### config.mk
export PLATFORM = sky130hd
export DESIGN_NAME = plicTop
export DESIGN_NICKNAME = d
export VERILOG_FILES = /design/src/hdl/plicPkg.sv /design/src/hdl/ahbPlicPort.sv /design/src/hdl/plicGateway.sv /design/src/hdl/plicArbiter.sv /design/src/hdl/plicTop.sv
export SDC_FILE = /design/constraint.sdc
export NUM_CORES = 1
export LEC_CHECK = 0
export ABC_CLOCK_PERIOD_IN_PS = 9090
export BUFFER_PORTS_ARGS = -buffer_cell sky130_fd_sc_hd__buf_2
export CORE_ASPECT_RATIO = 0.6
export CORE_MARGIN = 8
export CORE_UTILIZATION = 47
export CTS_CLUSTER_SIZE = 40
export DETAILED_ROUTE_END_ITERATION = 10
export MAX_ROUTING_LAYER = met4
export PLACE_DENSITY_LB_ADDON = 0.15
export SETUP_SLACK_MARGIN = 0.02
export SYNTH_ARGS = -nofsm -noshare
export SYNTH_HDL_FRONTEND = slang
export SYNTH_HIERARCHICAL = 1
export SYNTH_SLANG_ARGS = --single-unit
### constraint.sdc
create_clock -name HCLK -period 9.09 [get_ports HCLK]
set_input_delay 1.818 -clock HCLK [delete_from_list [all_inputs] [get_ports HCLK]]
set_output_delay 1.818 -clock HCLK [all_outputs]
set_load 0.02 [all_outputs]
### src/hdl/plicPkg.sv
// shared constants for the interrupt controller, referenced by scoped name from every RTL file
package plicPkg;

  ////////////////////////////////////////
  // sizes
  ////////////////////////////////////////

  // sources are numbered 1..numSrc, id 0 means none
  localparam int numSrc = 8;
  // priority and threshold width
  localparam int prioW = 3;
  // wide enough for ids 0..numSrc
  localparam int idW = 4;
  // AHB-Lite data bus
  localparam int dataW = 32;
  // decoded part of HADDR
  localparam int addrW = 24;

  ////////////////////////////////////////
  // register map, byte offsets
  ////////////////////////////////////////

  // source n sits at priorityBase + 4*n
  localparam logic [addrW-1:0] priorityBase = 24'h000000;
  // read only, bit n is source n
  localparam logic [addrW-1:0] pendingAddr = 24'h001000;
  // bit n is source n
  localparam logic [addrW-1:0] enableAddr = 24'h002000;
  localparam logic [addrW-1:0] thresholdAddr = 24'h200000;
  // read claims, write completes
  localparam logic [addrW-1:0] claimAddr = 24'h200004;

  // HTRANS code for no transfer
  localparam logic [1:0] htransIdle = 2'b00;

endpackage

### src/hdl/ahbPlicPort.sv
// AHB-Lite register port of the interrupt controller, holds priority, enable and threshold
`timescale 1ns/1ps

module ahbPlicPort (
  input  logic                                           HCLK,
  input  logic                                           HRESETn,
  input  logic                                           HSEL,
  input  logic [plicPkg::addrW-1:0]                      HADDR,
  input  logic                                           HWRITE,
  input  logic [1:0]                                     HTRANS,
  input  logic                                           HREADY,
  input  logic [plicPkg::dataW-1:0]                      HWDATA,
  output logic [plicPkg::dataW-1:0]                      HRDATA,
  output logic                                           HREADYOUT,
  output logic                                           HRESP,
  input  logic [plicPkg::numSrc-1:0]                     pending,
  input  logic [plicPkg::idW-1:0]                        claimId,
  output logic [plicPkg::numSrc-1:0][plicPkg::prioW-1:0] srcPriority,
  output logic [plicPkg::numSrc-1:0]                     enable,
  output logic [plicPkg::prioW-1:0]                      threshold,
  output logic                                           claimStrobe,
  output logic                                           completeStrobe,
  output logic [plicPkg::idW-1:0]                        completeId
);

  logic                      accept;
  logic                      rdAccept;
  logic                      wrPhase;
  logic [plicPkg::addrW-1:0] addrQ;
  logic [plicPkg::dataW-1:0] rdData;

  // byte address of the priority register of source src
  function automatic logic [plicPkg::addrW-1:0] prioAddr(input int src);
    prioAddr = plicPkg::priorityBase + {src[plicPkg::addrW-3:0], 2'b00};
  endfunction

  ////////////////////////////////////////
  // address phase
  ////////////////////////////////////////

  // a transfer starts when selected, bus ready and not idle
  assign accept = HSEL & HREADY & (HTRANS != plicPkg::htransIdle);
  assign rdAccept = accept & ~HWRITE;

  // zero wait states, always OKAY
  assign HREADYOUT = 1'b1;
  assign HRESP = 1'b0;

  // write data phase follows an accepted write
  always_ff @(posedge HCLK or negedge HRESETn) begin
    if (!HRESETn) begin
      wrPhase <= 1'b0;
    end else begin
      wrPhase <= accept & HWRITE;
    end
  end

  // address kept for the data phase
  always_ff @(posedge HCLK) begin
    if (accept) begin
      addrQ <= HADDR;
    end
  end

  ////////////////////////////////////////
  // register writes, end of data phase
  ////////////////////////////////////////

  always_ff @(posedge HCLK or negedge HRESETn) begin
    if (!HRESETn) begin
      srcPriority <= '0;
      enable <= '0;
      threshold <= '0;
    end else if (wrPhase) begin
      // no slot above numSrc, upper data bits dropped
      for (int src = 1; src <= plicPkg::numSrc; src++) begin
        if (addrQ == prioAddr(src)) begin
          srcPriority[src-1] <= HWDATA[plicPkg::prioW-1:0];
        end
      end
      // bit 0 of the bus is the nonexistent source 0
      if (addrQ == plicPkg::enableAddr) begin
        enable <= HWDATA[plicPkg::numSrc:1];
      end
      if (addrQ == plicPkg::thresholdAddr) begin
        threshold <= HWDATA[plicPkg::prioW-1:0];
      end
    end
  end

  // completion is seen by the gateway during the data phase
  assign completeStrobe = wrPhase & (addrQ == plicPkg::claimAddr);
  assign completeId = HWDATA[plicPkg::idW-1:0];

  ////////////////////////////////////////
  // read path
  ////////////////////////////////////////

  // unmapped offsets fall through as zero
  always_comb begin
    rdData = '0;
    for (int src = 1; src <= plicPkg::numSrc; src++) begin
      if (HADDR == prioAddr(src)) begin
        rdData[plicPkg::prioW-1:0] = srcPriority[src-1];
      end
    end
    if (HADDR == plicPkg::pendingAddr) begin
      rdData[plicPkg::numSrc:1] = pending;
    end
    if (HADDR == plicPkg::enableAddr) begin
      rdData[plicPkg::numSrc:1] = enable;
    end
    if (HADDR == plicPkg::thresholdAddr) begin
      rdData[plicPkg::prioW-1:0] = threshold;
    end
    if (HADDR == plicPkg::claimAddr) begin
      rdData[plicPkg::idW-1:0] = claimId;
    end
  end

  // read data and claim strobe both live for the data phase
  always_ff @(posedge HCLK or negedge HRESETn) begin
    if (!HRESETn) begin
      HRDATA <= '0;
      claimStrobe <= 1'b0;
    end else begin
      HRDATA <= rdAccept ? rdData : '0;
      claimStrobe <= rdAccept & (HADDR == plicPkg::claimAddr);
    end
  end

endmodule

### src/hdl/plicGateway.sv
// per-source gateways of the interrupt controller, keep pending and in-progress bits
`timescale 1ns/1ps

module plicGateway (
  input  logic                       HCLK,
  input  logic                       HRESETn,
  input  logic [plicPkg::numSrc-1:0] irq,
  input  logic                       claimStrobe,
  input  logic                       completeStrobe,
  input  logic [plicPkg::idW-1:0]    claimId,
  input  logic [plicPkg::idW-1:0]    completeId,
  output logic [plicPkg::numSrc-1:0] pending
);

  logic [plicPkg::numSrc-1:0] inProgress;
  logic [plicPkg::numSrc-1:0] claimMask;
  logic [plicPkg::numSrc-1:0] completeMask;
  logic [plicPkg::idW-1:0]    claimIdQ;

  // one-hot source mask, bit 0 is source 1, id 0 or out of range gives none
  function automatic logic [plicPkg::numSrc-1:0] idToMask(input logic [plicPkg::idW-1:0] id);
    logic [plicPkg::numSrc-1:0] mask;
    mask = '0;
    for (int src = 0; src < plicPkg::numSrc; src++) begin
      if (id == src[plicPkg::idW-1:0] + 1'b1) begin
        mask[src] = 1'b1;
      end
    end
    return mask;
  endfunction

  ////////////////////////////////////////
  // claim and completion decode
  ////////////////////////////////////////

  // id as it was on the claim read's address edge
  // so the cleared source is the one handed to software
  always_ff @(posedge HCLK) begin
    claimIdQ <= claimId;
  end

  assign claimMask = claimStrobe ? idToMask(claimIdQ) : '0;
  assign completeMask = completeStrobe ? idToMask(completeId) : '0;

  ////////////////////////////////////////
  // gateway state
  ////////////////////////////////////////

  always_ff @(posedge HCLK or negedge HRESETn) begin
    if (!HRESETn) begin
      pending <= '0;
      inProgress <= '0;
    end else begin
      // level sets pending unless the handler is still running
      // claim wins over a set in the same cycle
      pending <= (pending | (irq & ~inProgress)) & ~claimMask;
      // completing an idle source leaves the bit at 0
      inProgress <= (inProgress | claimMask) & ~completeMask;
    end
  end

endmodule

### src/hdl/plicArbiter.sv
// combinational arbiter of the interrupt controller, forms the claim id and the interrupt line
`timescale 1ns/1ps

module plicArbiter (
  input  logic [plicPkg::numSrc-1:0][plicPkg::prioW-1:0] srcPriority,
  input  logic [plicPkg::numSrc-1:0]                     enable,
  input  logic [plicPkg::numSrc-1:0]                     pending,
  input  logic [plicPkg::prioW-1:0]                      threshold,
  output logic [plicPkg::idW-1:0]                        claimId,
  output logic                                           extIrq
);

  // one row per priority level, level 0 never competes
  logic [2**plicPkg::prioW-1:1][plicPkg::numSrc-1:0] lvlHit;
  logic [2**plicPkg::prioW-1:1]                      lvlAny;
  logic [plicPkg::prioW-1:0]                         topLvl;
  logic [plicPkg::numSrc-1:0]                        topHit;

  ////////////////////////////////////////
  // grouping by level
  ////////////////////////////////////////

  // enabled pending sources sorted into their priority row
  always_comb begin
    for (int lvl = 1; lvl < 2**plicPkg::prioW; lvl++) begin
      for (int src = 0; src < plicPkg::numSrc; src++) begin
        lvlHit[lvl][src] = enable[src] & pending[src]
                         & (srcPriority[src] == lvl[plicPkg::prioW-1:0]);
      end
      lvlAny[lvl] = |lvlHit[lvl];
    end
  end

  ////////////////////////////////////////
  // highest level, then lowest id
  ////////////////////////////////////////

  // scanning upward, the last non-empty row is the top one
  always_comb begin
    topLvl = '0;
    topHit = '0;
    for (int lvl = 1; lvl < 2**plicPkg::prioW; lvl++) begin
      if (lvlAny[lvl]) begin
        topLvl = lvl[plicPkg::prioW-1:0];
        topHit = lvlHit[lvl];
      end
    end
  end

  // scanning downward, the last hit is the lowest id
  always_comb begin
    claimId = '0;
    for (int src = plicPkg::numSrc - 1; src >= 0; src--) begin
      if (topHit[src]) begin
        claimId = src[plicPkg::idW-1:0] + 1'b1;
      end
    end
  end

  // topLvl is 0 with nothing pending, which never beats a threshold
  assign extIrq = topLvl > threshold;

endmodule

### src/hdl/plicTop.sv
// top level of the interrupt controller, joins the AHB port, the gateways and the arbiter
`timescale 1ns/1ps

module plicTop (
  input  logic                       HCLK,
  input  logic                       HRESETn,
  input  logic                       HSEL,
  input  logic [plicPkg::addrW-1:0]  HADDR,
  input  logic                       HWRITE,
  input  logic [1:0]                 HTRANS,
  input  logic                       HREADY,
  input  logic [plicPkg::dataW-1:0]  HWDATA,
  output logic [plicPkg::dataW-1:0]  HRDATA,
  output logic                       HREADYOUT,
  output logic                       HRESP,
  input  logic [plicPkg::numSrc-1:0] irq,
  output logic                       extIrq
);

  ////////////////////////////////////////
  // internal nets
  ////////////////////////////////////////

  // register state towards the arbiter
  logic [plicPkg::numSrc-1:0][plicPkg::prioW-1:0] srcPriority;
  logic [plicPkg::numSrc-1:0]                     enable;
  logic [plicPkg::prioW-1:0]                      threshold;
  // claim and completion towards the gateways
  logic                                           claimStrobe;
  logic                                           completeStrobe;
  logic [plicPkg::idW-1:0]                        completeId;
  // gateway and arbiter results
  logic [plicPkg::numSrc-1:0]                     pending;
  logic [plicPkg::idW-1:0]                        claimId;

  // bus side
  ahbPlicPort port_i (
    .HCLK           (HCLK),
    .HRESETn        (HRESETn),
    .HSEL           (HSEL),
    .HADDR          (HADDR),
    .HWRITE         (HWRITE),
    .HTRANS         (HTRANS),
    .HREADY         (HREADY),
    .HWDATA         (HWDATA),
    .HRDATA         (HRDATA),
    .HREADYOUT      (HREADYOUT),
    .HRESP          (HRESP),
    .pending        (pending),
    .claimId        (claimId),
    .srcPriority    (srcPriority),
    .enable         (enable),
    .threshold      (threshold),
    .claimStrobe    (claimStrobe),
    .completeStrobe (completeStrobe),
    .completeId     (completeId)
  );

  // pending and in-progress state
  plicGateway gw_i (
    .HCLK           (HCLK),
    .HRESETn        (HRESETn),
    .irq            (irq),
    .claimStrobe    (claimStrobe),
    .completeStrobe (completeStrobe),
    .claimId        (claimId),
    .completeId     (completeId),
    .pending        (pending)
  );

  // winner selection and interrupt line
  plicArbiter arb_i (
    .srcPriority (srcPriority),
    .enable      (enable),
    .pending     (pending),
    .threshold   (threshold),
    .claimId     (claimId),
    .extIrq      (extIrq)
  );

endmodule

# Word level (Yosys, flattened, before mapping)
# Index checks and enable logic that the tools add are counted.
dict set report op_classes {
  n_eq_ne 95
  n_mux 53
  n_reduce_logical 18
  n_bitwise 79
  n_lt_le_gt_ge 1
}
# operator count
set ops {}
lappend ops {{24-bit by 5-bit == test with 1-bit output, second input constant} 8}
lappend ops {{24-bit by 22-bit == test with 1-bit output, second input constant} 4}
lappend ops {{24-bit by 4-bit == test with 1-bit output, second input constant} 4}
lappend ops {{3-bit == test, second input constant} 32}
lappend ops {{8-bit 2-to-1 mux} 11}
lappend ops {{1-bit bitwise AND} 70}
lappend ops {{8-bit OR reduction} 7}
lappend ops {{24-bit by 14-bit == test with 1-bit output, second input constant} 2}
lappend ops {{24-bit by 3-bit == test with 1-bit output, second input constant} 2}
lappend ops {{24-bit by 6-bit == test with 1-bit output, second input constant} 2}
lappend ops {{3-bit by 2-bit == test with 1-bit output, second input constant} 16}
lappend ops {{3-bit 2-to-1 mux} 13}
lappend ops {{4-bit 2-to-1 mux} 9}
lappend ops {{4-bit by 3-bit == test with 1-bit output, second input constant} 8}
lappend ops {{8-bit bitwise AND} 3}
lappend ops {{24-bit by 13-bit == test with 1-bit output, second input constant} 1}
lappend ops {{3-bit by 1-bit == test with 1-bit output, second input constant} 8}
lappend ops {{8-bit inverter} 3}
lappend ops {{2-bit AND reduction} 10}
lappend ops {{1-bit 2-to-1 mux} 17}
lappend ops {{4-bit by 2-bit == test with 1-bit output, second input constant} 4}
lappend ops {{8-bit bitwise OR} 2}
lappend ops {{9-bit 2-to-1 mux} 1}
lappend ops {{4-bit by 1-bit == test with 1-bit output, second input constant} 2}
lappend ops {{other kinds (5)} 7}
dict set report totals {
  out_inout_bits 35
  reg_bits 113
  wordCells 263
  in_bits 71
}

# Longest topological paths before layout
# Gate-level depths: netlist of run 1.
dict set report logic_depth {
  depth_word 20
  depth_mapped 13
  depth_no_buf 12
}

# Cells and area by module
# Netlist of run 1, hierarchy kept.
# module seq_area_each_um2 cells_each instances area_each_um2
set by_module_without_submodules {}
lappend by_module_without_submodules {ahbPlicPort 1871.8 276 1 3412.0}
lappend by_module_without_submodules {plicArbiter 0.0 217 1 1342.5}
lappend by_module_without_submodules {plicGateway 480.5 73 1 774.5}

# Least setup slack after synthesis of run 1
# Ideal clock, no wire load.
dict set report synth_timing {
  kind {register -> output}
  from {register port_i/enable[4] (netlist name)}
  to {output port extIrq}
  arrival_time_ps 2650
  path_stages_with_launch 11
  slack_ps 4622
  path_cell_list {dfrtp_1 -> nand3_2 -> nor3_1 -> or4_1 -> or4_1 -> buf_2 -> o31ai_1 -> ha_1 -> a21o_1 -> a21oi_1 -> a31oi_1}
}
dict set report synth_between {
  elab_chain_cells 11
}
# element line
set synth_lines {}
lappend synth_lines {{start: declaration} ahbPlicPort.sv:19} ;# output logic [plicPkg::numSrc-1:0] enable,
lappend synth_lines {{start signal: assignment} ahbPlicPort.sv:83} ;# enable <= HWDATA[plicPkg::numSrc:1];
lappend synth_lines {{1-bit bitwise AND (*)} plicArbiter.sv:27} ;# lvlHit[lvl][src] = enable[src] & pending[src]
lappend synth_lines {{1-bit bitwise AND} plicArbiter.sv:28} ;# & (srcPriority[src] == lvl[plicPkg::prioW-1:0]);
lappend synth_lines {{8-bit OR reduction} plicArbiter.sv:30} ;# lvlAny[lvl] = |lvlHit[lvl];
lappend synth_lines {{1-bit 2-to-1 mux} plicArbiter.sv:43} ;# if (lvlAny[lvl]) begin
lappend synth_lines {{2-bit 2-to-1 mux (2 in a row)} plicArbiter.sv:43}
lappend synth_lines {{3-bit 2-to-1 mux (3 in a row)} plicArbiter.sv:43}
lappend synth_lines {{3-bit 2-to-1 mux (*)} plicArbiter.sv:43}
lappend synth_lines {{3-bit greater-than comparator (*)} plicArbiter.sv:61} ;# assign extIrq = topLvl > threshold;
lappend synth_lines {{end: declaration} plicTop.sv:17} ;# output logic extIrq
# Every way passes the cells marked *; elsewhere a longest branch is shown, timed or not.

# Worst setup path in the final report of run 1
dict set report layout_timing {
  from {register port_i/srcPriority[22] (netlist name)}
  to {output port extIrq}
}
dict set report layout_between {
  elab_chain_cells 11
}
# element line
set layout_lines {}
lappend layout_lines {{start: declaration} ahbPlicPort.sv:18} ;# output logic [plicPkg::numSrc-1:0][plicPkg::prioW-1:0] srcPriority,
lappend layout_lines {{start signal: indexed assignment} ahbPlicPort.sv:78} ;# srcPriority[src-1] <= HWDATA[plicPkg::prioW-1:0];
lappend layout_lines {{3-bit by 1-bit == test with 1-bit output} plicArbiter.sv:28}
lappend layout_lines {{1-bit bitwise AND} plicArbiter.sv:28}
lappend layout_lines {{8-bit OR reduction} plicArbiter.sv:30}
lappend layout_lines {{1-bit 2-to-1 mux} plicArbiter.sv:43}
lappend layout_lines {{2-bit 2-to-1 mux (2 in a row)} plicArbiter.sv:43}
lappend layout_lines {{3-bit 2-to-1 mux (3 in a row)} plicArbiter.sv:43}
lappend layout_lines {{3-bit 2-to-1 mux (*)} plicArbiter.sv:43}
lappend layout_lines {{3-bit greater-than comparator (*)} plicArbiter.sv:61}
# Marks and branches as above.

==> results of run 1 <==
==> placed cells by master (no fill, tap or decap), drive strengths merged, types with 4 or more instances in the layout <==
cell and n:
dfxtp 4, or4 8, nand3b 13, clkbuf 10, nor4b 4, o22ai 17
dfrtp 62, o32ai 6, a2bb2oi 4, nand3 23, edfxtp 24, nor2 51
nand2 26, o21ai 13, conb 25, nand4 8, a22oi 8, nor4 16
and3 8, a22o 6, a221oi 5, and2 5, nand2b 15, buf 62
o32a 5, nor3 22, nand4b 5, nor3b 5, o211ai 8, inv 28
nor2b 7, mux2 38, a21oi 29
==> routing by layer <==
layer / vias up / GRT usage
met5: - / -
met4: 0 / 0.05786
met3: 27 / 0.08752
met2: 285 / 0.3342
met1: 2409 / 0.3686
li1: 2231 / -
==> power groups by stage <==
| stage | logic, mW | registers, mW | clock network [mW] |
|---|---|---|---|
| final | 0.0518 | 0.427 | 0.363 |
| after global routing | 0.0561 | 0.428 | 0.385 |
| after CTS | 0.0507 | 0.427 | 0.370 |
| after detailed placement | 0.0505 | 0.435 | 0 |
| after global placement | 0.0495 | 0.435 | 0 |
| after floorplan | 0.0329 | 0.434 | 0 |
==> metrics by stage <==
stage                     hold WS [ns]    util  instance area, µm²  cells
after floorplan                 0.4641       -                5615    589
after global placement          0.4728  0.5164                5873    770
after detailed placement        0.4874  0.5164                5873    770
after CTS                       0.5040  0.5418                6162    786
after global routing            0.5206  0.5418                6162    786
final                           0.5027  0.5418                6162    786
==> cell families (layout without fill, tap and decap cells) <==
group                      count (synthesis)  in the layout  share of synthesized area
other                                      2             25                   0.001358
adders and majority gates                  3              3                   0.006790
muxes                                     41             41                    0.08282
and+or+nand+nor                          228            228                     0.2397
DFF                                       90             90                     0.4254
AOI/OAI and AO/OA                        136            136                     0.1790
buffers and inverters                     66            103                    0.06495
==> worst register-to-register path: stages (launching register included) <==
cell       delay (ns)
dfrtp_1          0.51
nand2b_1         0.24
o22ai_1          0.17
nor4b_1          1.06
nand2_1          0.36
a221oi_1         0.41
a221oi_2         0.12
or3_1            0.35
nor4_1           0.84
inv_1            0.10
a2bb2oi_1        0.18
nor2_1           0.15
==> state kept, by name, summed over array words and instances (netlist names) <==
name,count
gw_i/claimIdQ,4
gw_i/inProgress,8
gw_i/pending,8
port_i/HRDATA,9
port_i/addrQ,24
port_i/claimStrobe,1
port_i/enable,8
port_i/srcPriority,24
port_i/threshold,3
port_i/wrPhase,1
==> final timing paths <==
kind | slack (ns) | startpoint | end | depth (start not counted)
min | 0.50 | gw_i/inProgress[2]$_DFF_PN0_ | gw_i/inProgress[2]$_DFF_PN0_ | 1
min in group asynchronous | 1.65 | HRESETn | port_i/srcPriority[6]$_DFFE_PN0P_ | 2
min reg2reg | 0.50 | gw_i/inProgress[2]$_DFF_PN0_ | gw_i/inProgress[2]$_DFF_PN0_ | 1
max in group asynchronous | 6.88 | HRESETn | port_i/srcPriority[19]$_DFFE_PN0P_ | 2
max | 3.61 | port_i/srcPriority[22]$_DFFE_PN0P_ | extIrq | 10
max reg2reg | 4.52 | port_i/srcPriority[22]$_DFFE_PN0P_ | port_i/HRDATA[3]$_DFF_PN0_ | 11
==> cell type report <==
type | instances | area share
Tap cell | 160 | 0.03249
Sequential cell | 90 | 0.3817
Clock inverter | 6 | 0.009746
Timing Repair Buffer | 62 | 0.05239
Clock buffer | 10 | 0.03716
Inverter | 25 | 0.01523
Multi-Input combinational cell | 433 | 0.4713
==> results.sh, run 1 <==
export IMPL_outcome="finished clean"
export IMPL_max_freq_ghz=0.1825
export IMPL_synth_cell_type_count=80
export IMPL_timing_final_ws_setup_ns=3.610
export IMPL_cp_arrival_ns=3.66
export IMPL_power_density_nw_per_um2=136.6
export IMPL_syn_cell_area_um2=5529
export IMPL_grt_max_degree=63
export IMPL_yosysTopAreaCell="dfrtp_1"
export IMPL_max_stage_delay_ns=1.06
export IMPL_p_sw_mw=0.2130
export IMPL_drv_slew=0
export IMPL_crit_required_ns=7.27
export IMPL_maxUsedRoutingLayer="met4"
export IMPL_vias=4952
export IMPL_postCtsSetupRepairBufs=0
export IMPL_dr_pass1_iters=7
export IMPL_dieWidth_um=156.0
export IMPL_final_min_clock_period_ns=5.480
export IMPL_path_class="reg -> out"
export IMPL_die_y_um=100.0
export IMPL_numPortBuffers=57
export IMPL_tns_ns=0
export IMPL_crit_slowest_cell="nor4b_1"
export IMPL_ctsRootBufferMaster="clkbuf_16"
export IMPL_synth_top_area_share=0.2806
export IMPL_multi_input_area_um2=2904
export IMPL_antennaDiodeCount=0
export IMPL_p_comb_frac=0.061
export IMPL_drive_above_1_share=0.2013
export IMPL_p_leak_nw=2.464
export IMPL_area_growth_synth_to_final_pct=11.45
export IMPL_cp_num_buf_inv=1
export IMPL_crit_fanout=10
export IMPL_nFillCells=1025
export IMPL_grt_ovfl_total=0
export IMPL_met3_length_um=2505
export IMPL_period_share=0.6028
export IMPL_cts_made_buffers=9
export IMPL_yosysMostFrequentCell="dfrtp_1"
export IMPL_swShare=0.2531
export IMPL_yosys_top_cells_area="dfrtp_1 28%, edfxtp_1 13%, mux2_2 5.5%, buf_4 3.9%, nor2_1 3.5%"
export IMPL_cts_resized=0
export IMPL_std_cell_rows=30
export IMPL_grt_use_total=0.2563
export IMPL_postSynthAreaPerCell_um2=9.769
export IMPL_synth_main_ff_cell="dfrtp_1"
export IMPL_nets=695
export IMPL_antenna_left=0
export IMPL_design_core_area_um2=11370
export IMPL_end_kind="output pin"
export IMPL_gp_congestion=0.9411
export IMPL_die_area_um2=15600
export IMPL_pin_count=106
export IMPL_internal_power_mw=0.6287
export IMPL_cts_sinks=90
export IMPL_syn_inst=566
export IMPL_worstMarginPinSlew_ns=1.411
export IMPL_clk_latency_ns=0.34
export IMPL_wl_per_cell_um=24.47
export IMPL_cts_hold_buffers=0
export IMPL_htree_levels=3
export IMPL_via_per_inst=6.300
export IMPL_vdd_drop_max_mv=0.08206
export IMPL_path_clk_slew_ns=0.07
export IMPL_pre_cts_ws_ns=4.063
export IMPL_ys_seq_area_frac=0.4254
export IMPL_ys_ff_latch=90
export IMPL_hold_class="reg -> reg"
export IMPL_antenna_found_initial=0
export IMPL_cts_max_path_buffers=2
export IMPL_clock_power_share=0.431
export IMPL_regArea_um2=2352
export IMPL_start_util=0.4861
export IMPL_dr_wl_met2_um=7530
export IMPL_first_global_vias=4849
export IMPL_drcViolationCount=0
export IMPL_finalHoldViolCount=0
export IMPL_wl_um=19240
export IMPL_place_hpwl_um=14990
export IMPL_synth_common_cells="62 x dfrtp_1, 51 x nor2_1, 29 x a21oi_1, 29 x buf_4, 27 x mux2_2"
export IMPL_tritoncts="yes"
export IMPL_drv_cap=0
export IMPL_synth_edff_count=24
export IMPL_async_flop_share=0.6889
export IMPL_drt_iter0_drc=473
export IMPL_yosys_warnings=6
export IMPL_finClkSkew_ns=0.008898
export IMPL_start_kind="register"
export IMPL_grt_pass1_wl_um=29220
export IMPL_path_cells="nand2b_1, o22ai_1, nor4b_1, and4_1, o31ai_1, ha_1, a21o_1, a21oi_1, a31oi_1, buf_2"
export IMPL_finalSetupViolations=0
export IMPL_rsz0062_at_grt="false"
export IMPL_p_seq_frac=0.507
export IMPL_total_power_mw=0.8417
export IMPL_relSlewSlack=0.05088
export IMPL_crit_family="simple AND/OR/NAND/NOR gates"
export IMPL_wl_met1_um=8959
Note: power is estimated with default switching activity, not from simulation.
==> run 2, diff against run 1 <==
--- a/config.mk
+++ b/config.mk
@@ -5,7 +5,8 @@
 export SDC_FILE = /design/constraint.sdc
 export NUM_CORES = 1
 export LEC_CHECK = 0
-export ABC_CLOCK_PERIOD_IN_PS = 9090
+export ABC_AREA = 1
+export ABC_CLOCK_PERIOD_IN_PS = 4400
 export BUFFER_PORTS_ARGS = -buffer_cell sky130_fd_sc_hd__buf_2
 export CORE_ASPECT_RATIO = 0.6
 export CORE_MARGIN = 8
==> constraint.sdc (replaced) <==
create_clock -name HCLK -period 4.4 [get_ports HCLK]
set_input_delay 0.88 -clock HCLK [delete_from_list [all_inputs] [get_ports HCLK]]
set_output_delay 0.88 -clock HCLK [all_outputs]
set_load 0.02 [all_outputs]
==> run 2 against run 1 <==
Final area is 6.0% higher. Via count increased by 7.0%. Setup slack worse by 2.9 ns. Critical path depth increased by 2. Sequential share of layout area is 2.2 points lower. Final cell count grew 30%. Utilization shrank 0.20 points. Largest power group unchanged.
==> results.sh, run 2 <==
export IMPL_std_cell_rows=31
export IMPL_worst_hold_slack_ns=0.5196
export IMPL_antenna_found_initial=0
export IMPL_via_per_inst=5.188
export IMPL_antennaDiodeCount=0
export IMPL_ys_ff_latch=90
export IMPL_ctsRootBufferMaster="clkbuf_16"
export IMPL_htree_levels=3
export IMPL_relSlewSlack=0.3166
export IMPL_drt_iter0_drc=449
export IMPL_start_kind="register"
export IMPL_p_sw_mw=0.4403
export IMPL_most_common_layout_cells="202 x nand2_1, 89 x inv_1, 87 x nor2_1, 62 x dfrtp_1, 57 x buf_2"
export IMPL_finalHoldViolCount=0
export IMPL_synth_common_cells="202 x nand2_1, 89 x inv_1, 87 x nor2_1, 62 x dfrtp_1, 50 x a21oi_1"
export IMPL_cts_sinks=90
export IMPL_reg2reg_to="port_i/HRDATA[0]$_DFF_PN0_"
export IMPL_hp_start="gw_i/inProgress[6]$_DFF_PN0_"
export IMPL_wl_um=16640
export IMPL_internal_power_mw=1.339
export IMPL_rsz0062_at_grt="false"
export IMPL_period_share=0.8463
export IMPL_grt_use_total=0.2168
export IMPL_met3_usage=0.04183
export IMPL_path_class="reg -> out"
export IMPL_dieWidth_um=160.0
export IMPL_clk_latency_ns=0.35
export IMPL_gr_max_usage_layer="met2"
export IMPL_cts_max_path_buffers=2
export IMPL_synth_edff_count=24
export IMPL_tns_ns=0
export IMPL_worstMarginPinSlew_ns=1.025
export IMPL_end_kind="output pin"
export IMPL_cp_arrival_ns=2.84
export IMPL_drcViolationCount=0
export IMPL_wl_per_cell_um=16.30
export IMPL_p_leak_nw=3.463
export IMPL_grt_ovfl_total=0
export IMPL_finalSetupViolations=0
export IMPL_numPortBuffers=57
export IMPL_power_density_nw_per_um2=272.3
export IMPL_hold_depth=2
export IMPL_area_growth_synth_to_final_pct=11.75
export IMPL_path_clk_slew_ns=0.07
export IMPL_reg_top3="port_i/addrQ (24), port_i/srcPriority (24), port_i/HRDATA (9)"
export IMPL_r2r_start="port_i/enable[2]$_DFFE_PN0P_"
export IMPL_drive_above_1_share=0.1986
export IMPL_drv_cap=0
export IMPL_outcome="finished clean"
export IMPL_die_area_um2=16380
export IMPL_dr_pass1_iters=5
export IMPL_p_comb_frac=0.056
export IMPL_ys_seq_area_frac=0.4024
export IMPL_first_global_vias=5147
export IMPL_synth_top_area_share=0.2654
export IMPL_antenna_left=0
export IMPL_crit_fanout=8
export IMPL_drv_slew=0
export IMPL_gp_congestion=0.9260
export IMPL_design_core_area_um2=12100
export IMPL_async_flop_share=0.6889
export IMPL_cts_resized=0
export IMPL_syn_inst=789
export IMPL_cts_made_buffers=9
export IMPL_hold_end="gw_i/inProgress[6]$_DFF_PN0_"
export IMPL_vias=5297
export IMPL_grt_pass1_wl_um=26900
export IMPL_final_common_cell="nand2_1"
export IMPL_final_min_clock_period_ns=3.724
export IMPL_crit_required_ns=3.52
export IMPL_synth_main_ff_cell="dfrtp_1"
export IMPL_clock_power_share=0.445
export IMPL_pin_count=106
export IMPL_die_y_um=102.4
export IMPL_grt_util_met2=0.3134
export IMPL_tritoncts="yes"
export IMPL_hold_class="reg -> reg"
export IMPL_postSynthAreaPerCell_um2=7.409
export IMPL_yosys_top_cells_area="dfrtp_1 27%, nand2_1 13%, edfxtp_1 12%, inv_1 5.7%, nor2_1 5.6%"
export IMPL_syn_cell_area_um2=5846
export IMPL_ff2ff_setup_slack_ns=1.78
export IMPL_yosysTopAreaCell="dfrtp_1"
export IMPL_yosysMostFrequentCell="nand2_1"
export IMPL_finClkSkew_ns=0.01072
export IMPL_cts_hold_buffers=0
export IMPL_p_seq_frac=0.499
export IMPL_postCtsSetupRepairBufs=0
export IMPL_max_freq_ghz=0.2685
export IMPL_start_util=0.4830
export IMPL_grt_max_degree=45
export IMPL_r2r_cells=22
export IMPL_place_hpwl_um=13590
export IMPL_swShare=0.2475
export IMPL_synth_cell_type_count=45
export IMPL_grtUsageMet1=0.3062
export IMPL_nets=925
export IMPL_yosys_warnings=6
export IMPL_vdd_drop_max_mv=0.1781
## run 2: routing by layer
layer | vias up | part of all wire | routed length, µm
met4 | 0 | 0.012 | 195
met5 | - | 0 | 0
met2 | 202 | 0.41 | 6828
met3 | 16 | 0.061 | 1017
li1 | 2635 | - | -
met1 | 2444 | 0.52 | 8597
## run 2: layout make-up
type                    instances  area, µm²
clock buffers                  10      250.2
clock inverters                 6      65.06
fillers                      1181       5569
inverters                     112      425.4
multi-input cells             579       2933
flip-flops and latches         90       2352
well taps                     165      206.4
repair buffers                 59      300.3
## run 2: power by group through the flow
| stage | logic [mW] | clock network [mW] | registers, mW |
|---|---|---|---|
| 5_1_grt | 0.111 | 0.846 | 0.890 |
| 6_report | 0.0994 | 0.792 | 0.888 |
| 2_1_floorplan | 0.0698 | 0 | 0.902 |
| 3_5_place_dp | 0.0986 | 0 | 0.905 |
| 3_3_place_gp | 0.0954 | 0 | 0.904 |
| 4_1_cts | 0.0988 | 0.814 | 0.888 |
## run 2: worst max-delay path by stage
| stage | slack, ns | cells past startpoint | from | end |
|---|---|---|---|---|
| 6_report | 0.68 | 12 | gw_i/pending[3]$_DFF_PN0_ | extIrq |
| 5_1_grt | 0.39 | 14 | gw_i/pending[3]$_DFF_PN0_ | extIrq |
| 4_1_cts | 0.67 | 13 | gw_i/pending[1]$_DFF_PN0_ | extIrq |
| 3_5_place_dp | 1.06 | 13 | gw_i/pending[1]$_DFF_PN0_ | extIrq |
| 3_3_place_gp | 1.05 | 13 | gw_i/pending[1]$_DFF_PN0_ | extIrq |
| 2_1_floorplan | 0.99 | 8 | HREADY | port_i/HRDATA[1]$_DFF_PN0_ |
## run 2: critical path, cell delays in order (launching register included)
cell and delay [ns]:
dfrtp_1 0.41, nand2_1 0.22, nor2_1 0.12, nand2_1 0.10, nand4_1 0.14, nor2_4 0.24, inv_2 0.10, o21ai_0 0.21
nand2_1 0.07, a21oi_1 0.23, ha_1 0.28, a31oi_1 0.17, buf_2 0.19
## run 2: per-stage QoR
step | utilization | setup WS (ns) | power (mW) | cell area [µm²] | instances
2_1_floorplan | - | 0.9885 | 0.9717 | 5932 | 812
3_3_place_gp | 0.5138 | 1.053 | 0.9991 | 6217 | 1005
3_5_place_dp | 0.5138 | 1.063 | 1.003 | 6217 | 1005
4_1_cts | 0.5398 | 0.6740 | 1.800 | 6533 | 1021
5_1_grt | 0.5398 | 0.3894 | 1.847 | 6533 | 1021
6_report | 0.5398 | 0.6762 | 1.779 | 6533 | 1021
## run 2: cell families after synthesis
| kind of cell | synth area share |
|---|---|
| fa+ha+maj | 0.006422 |
| compound gates | 0.1023 |
| mux | 0.01541 |
| buf+inv | 0.1115 |
| other cells | 0.001285 |
| flops | 0.4024 |
| simple gates | 0.3607 |
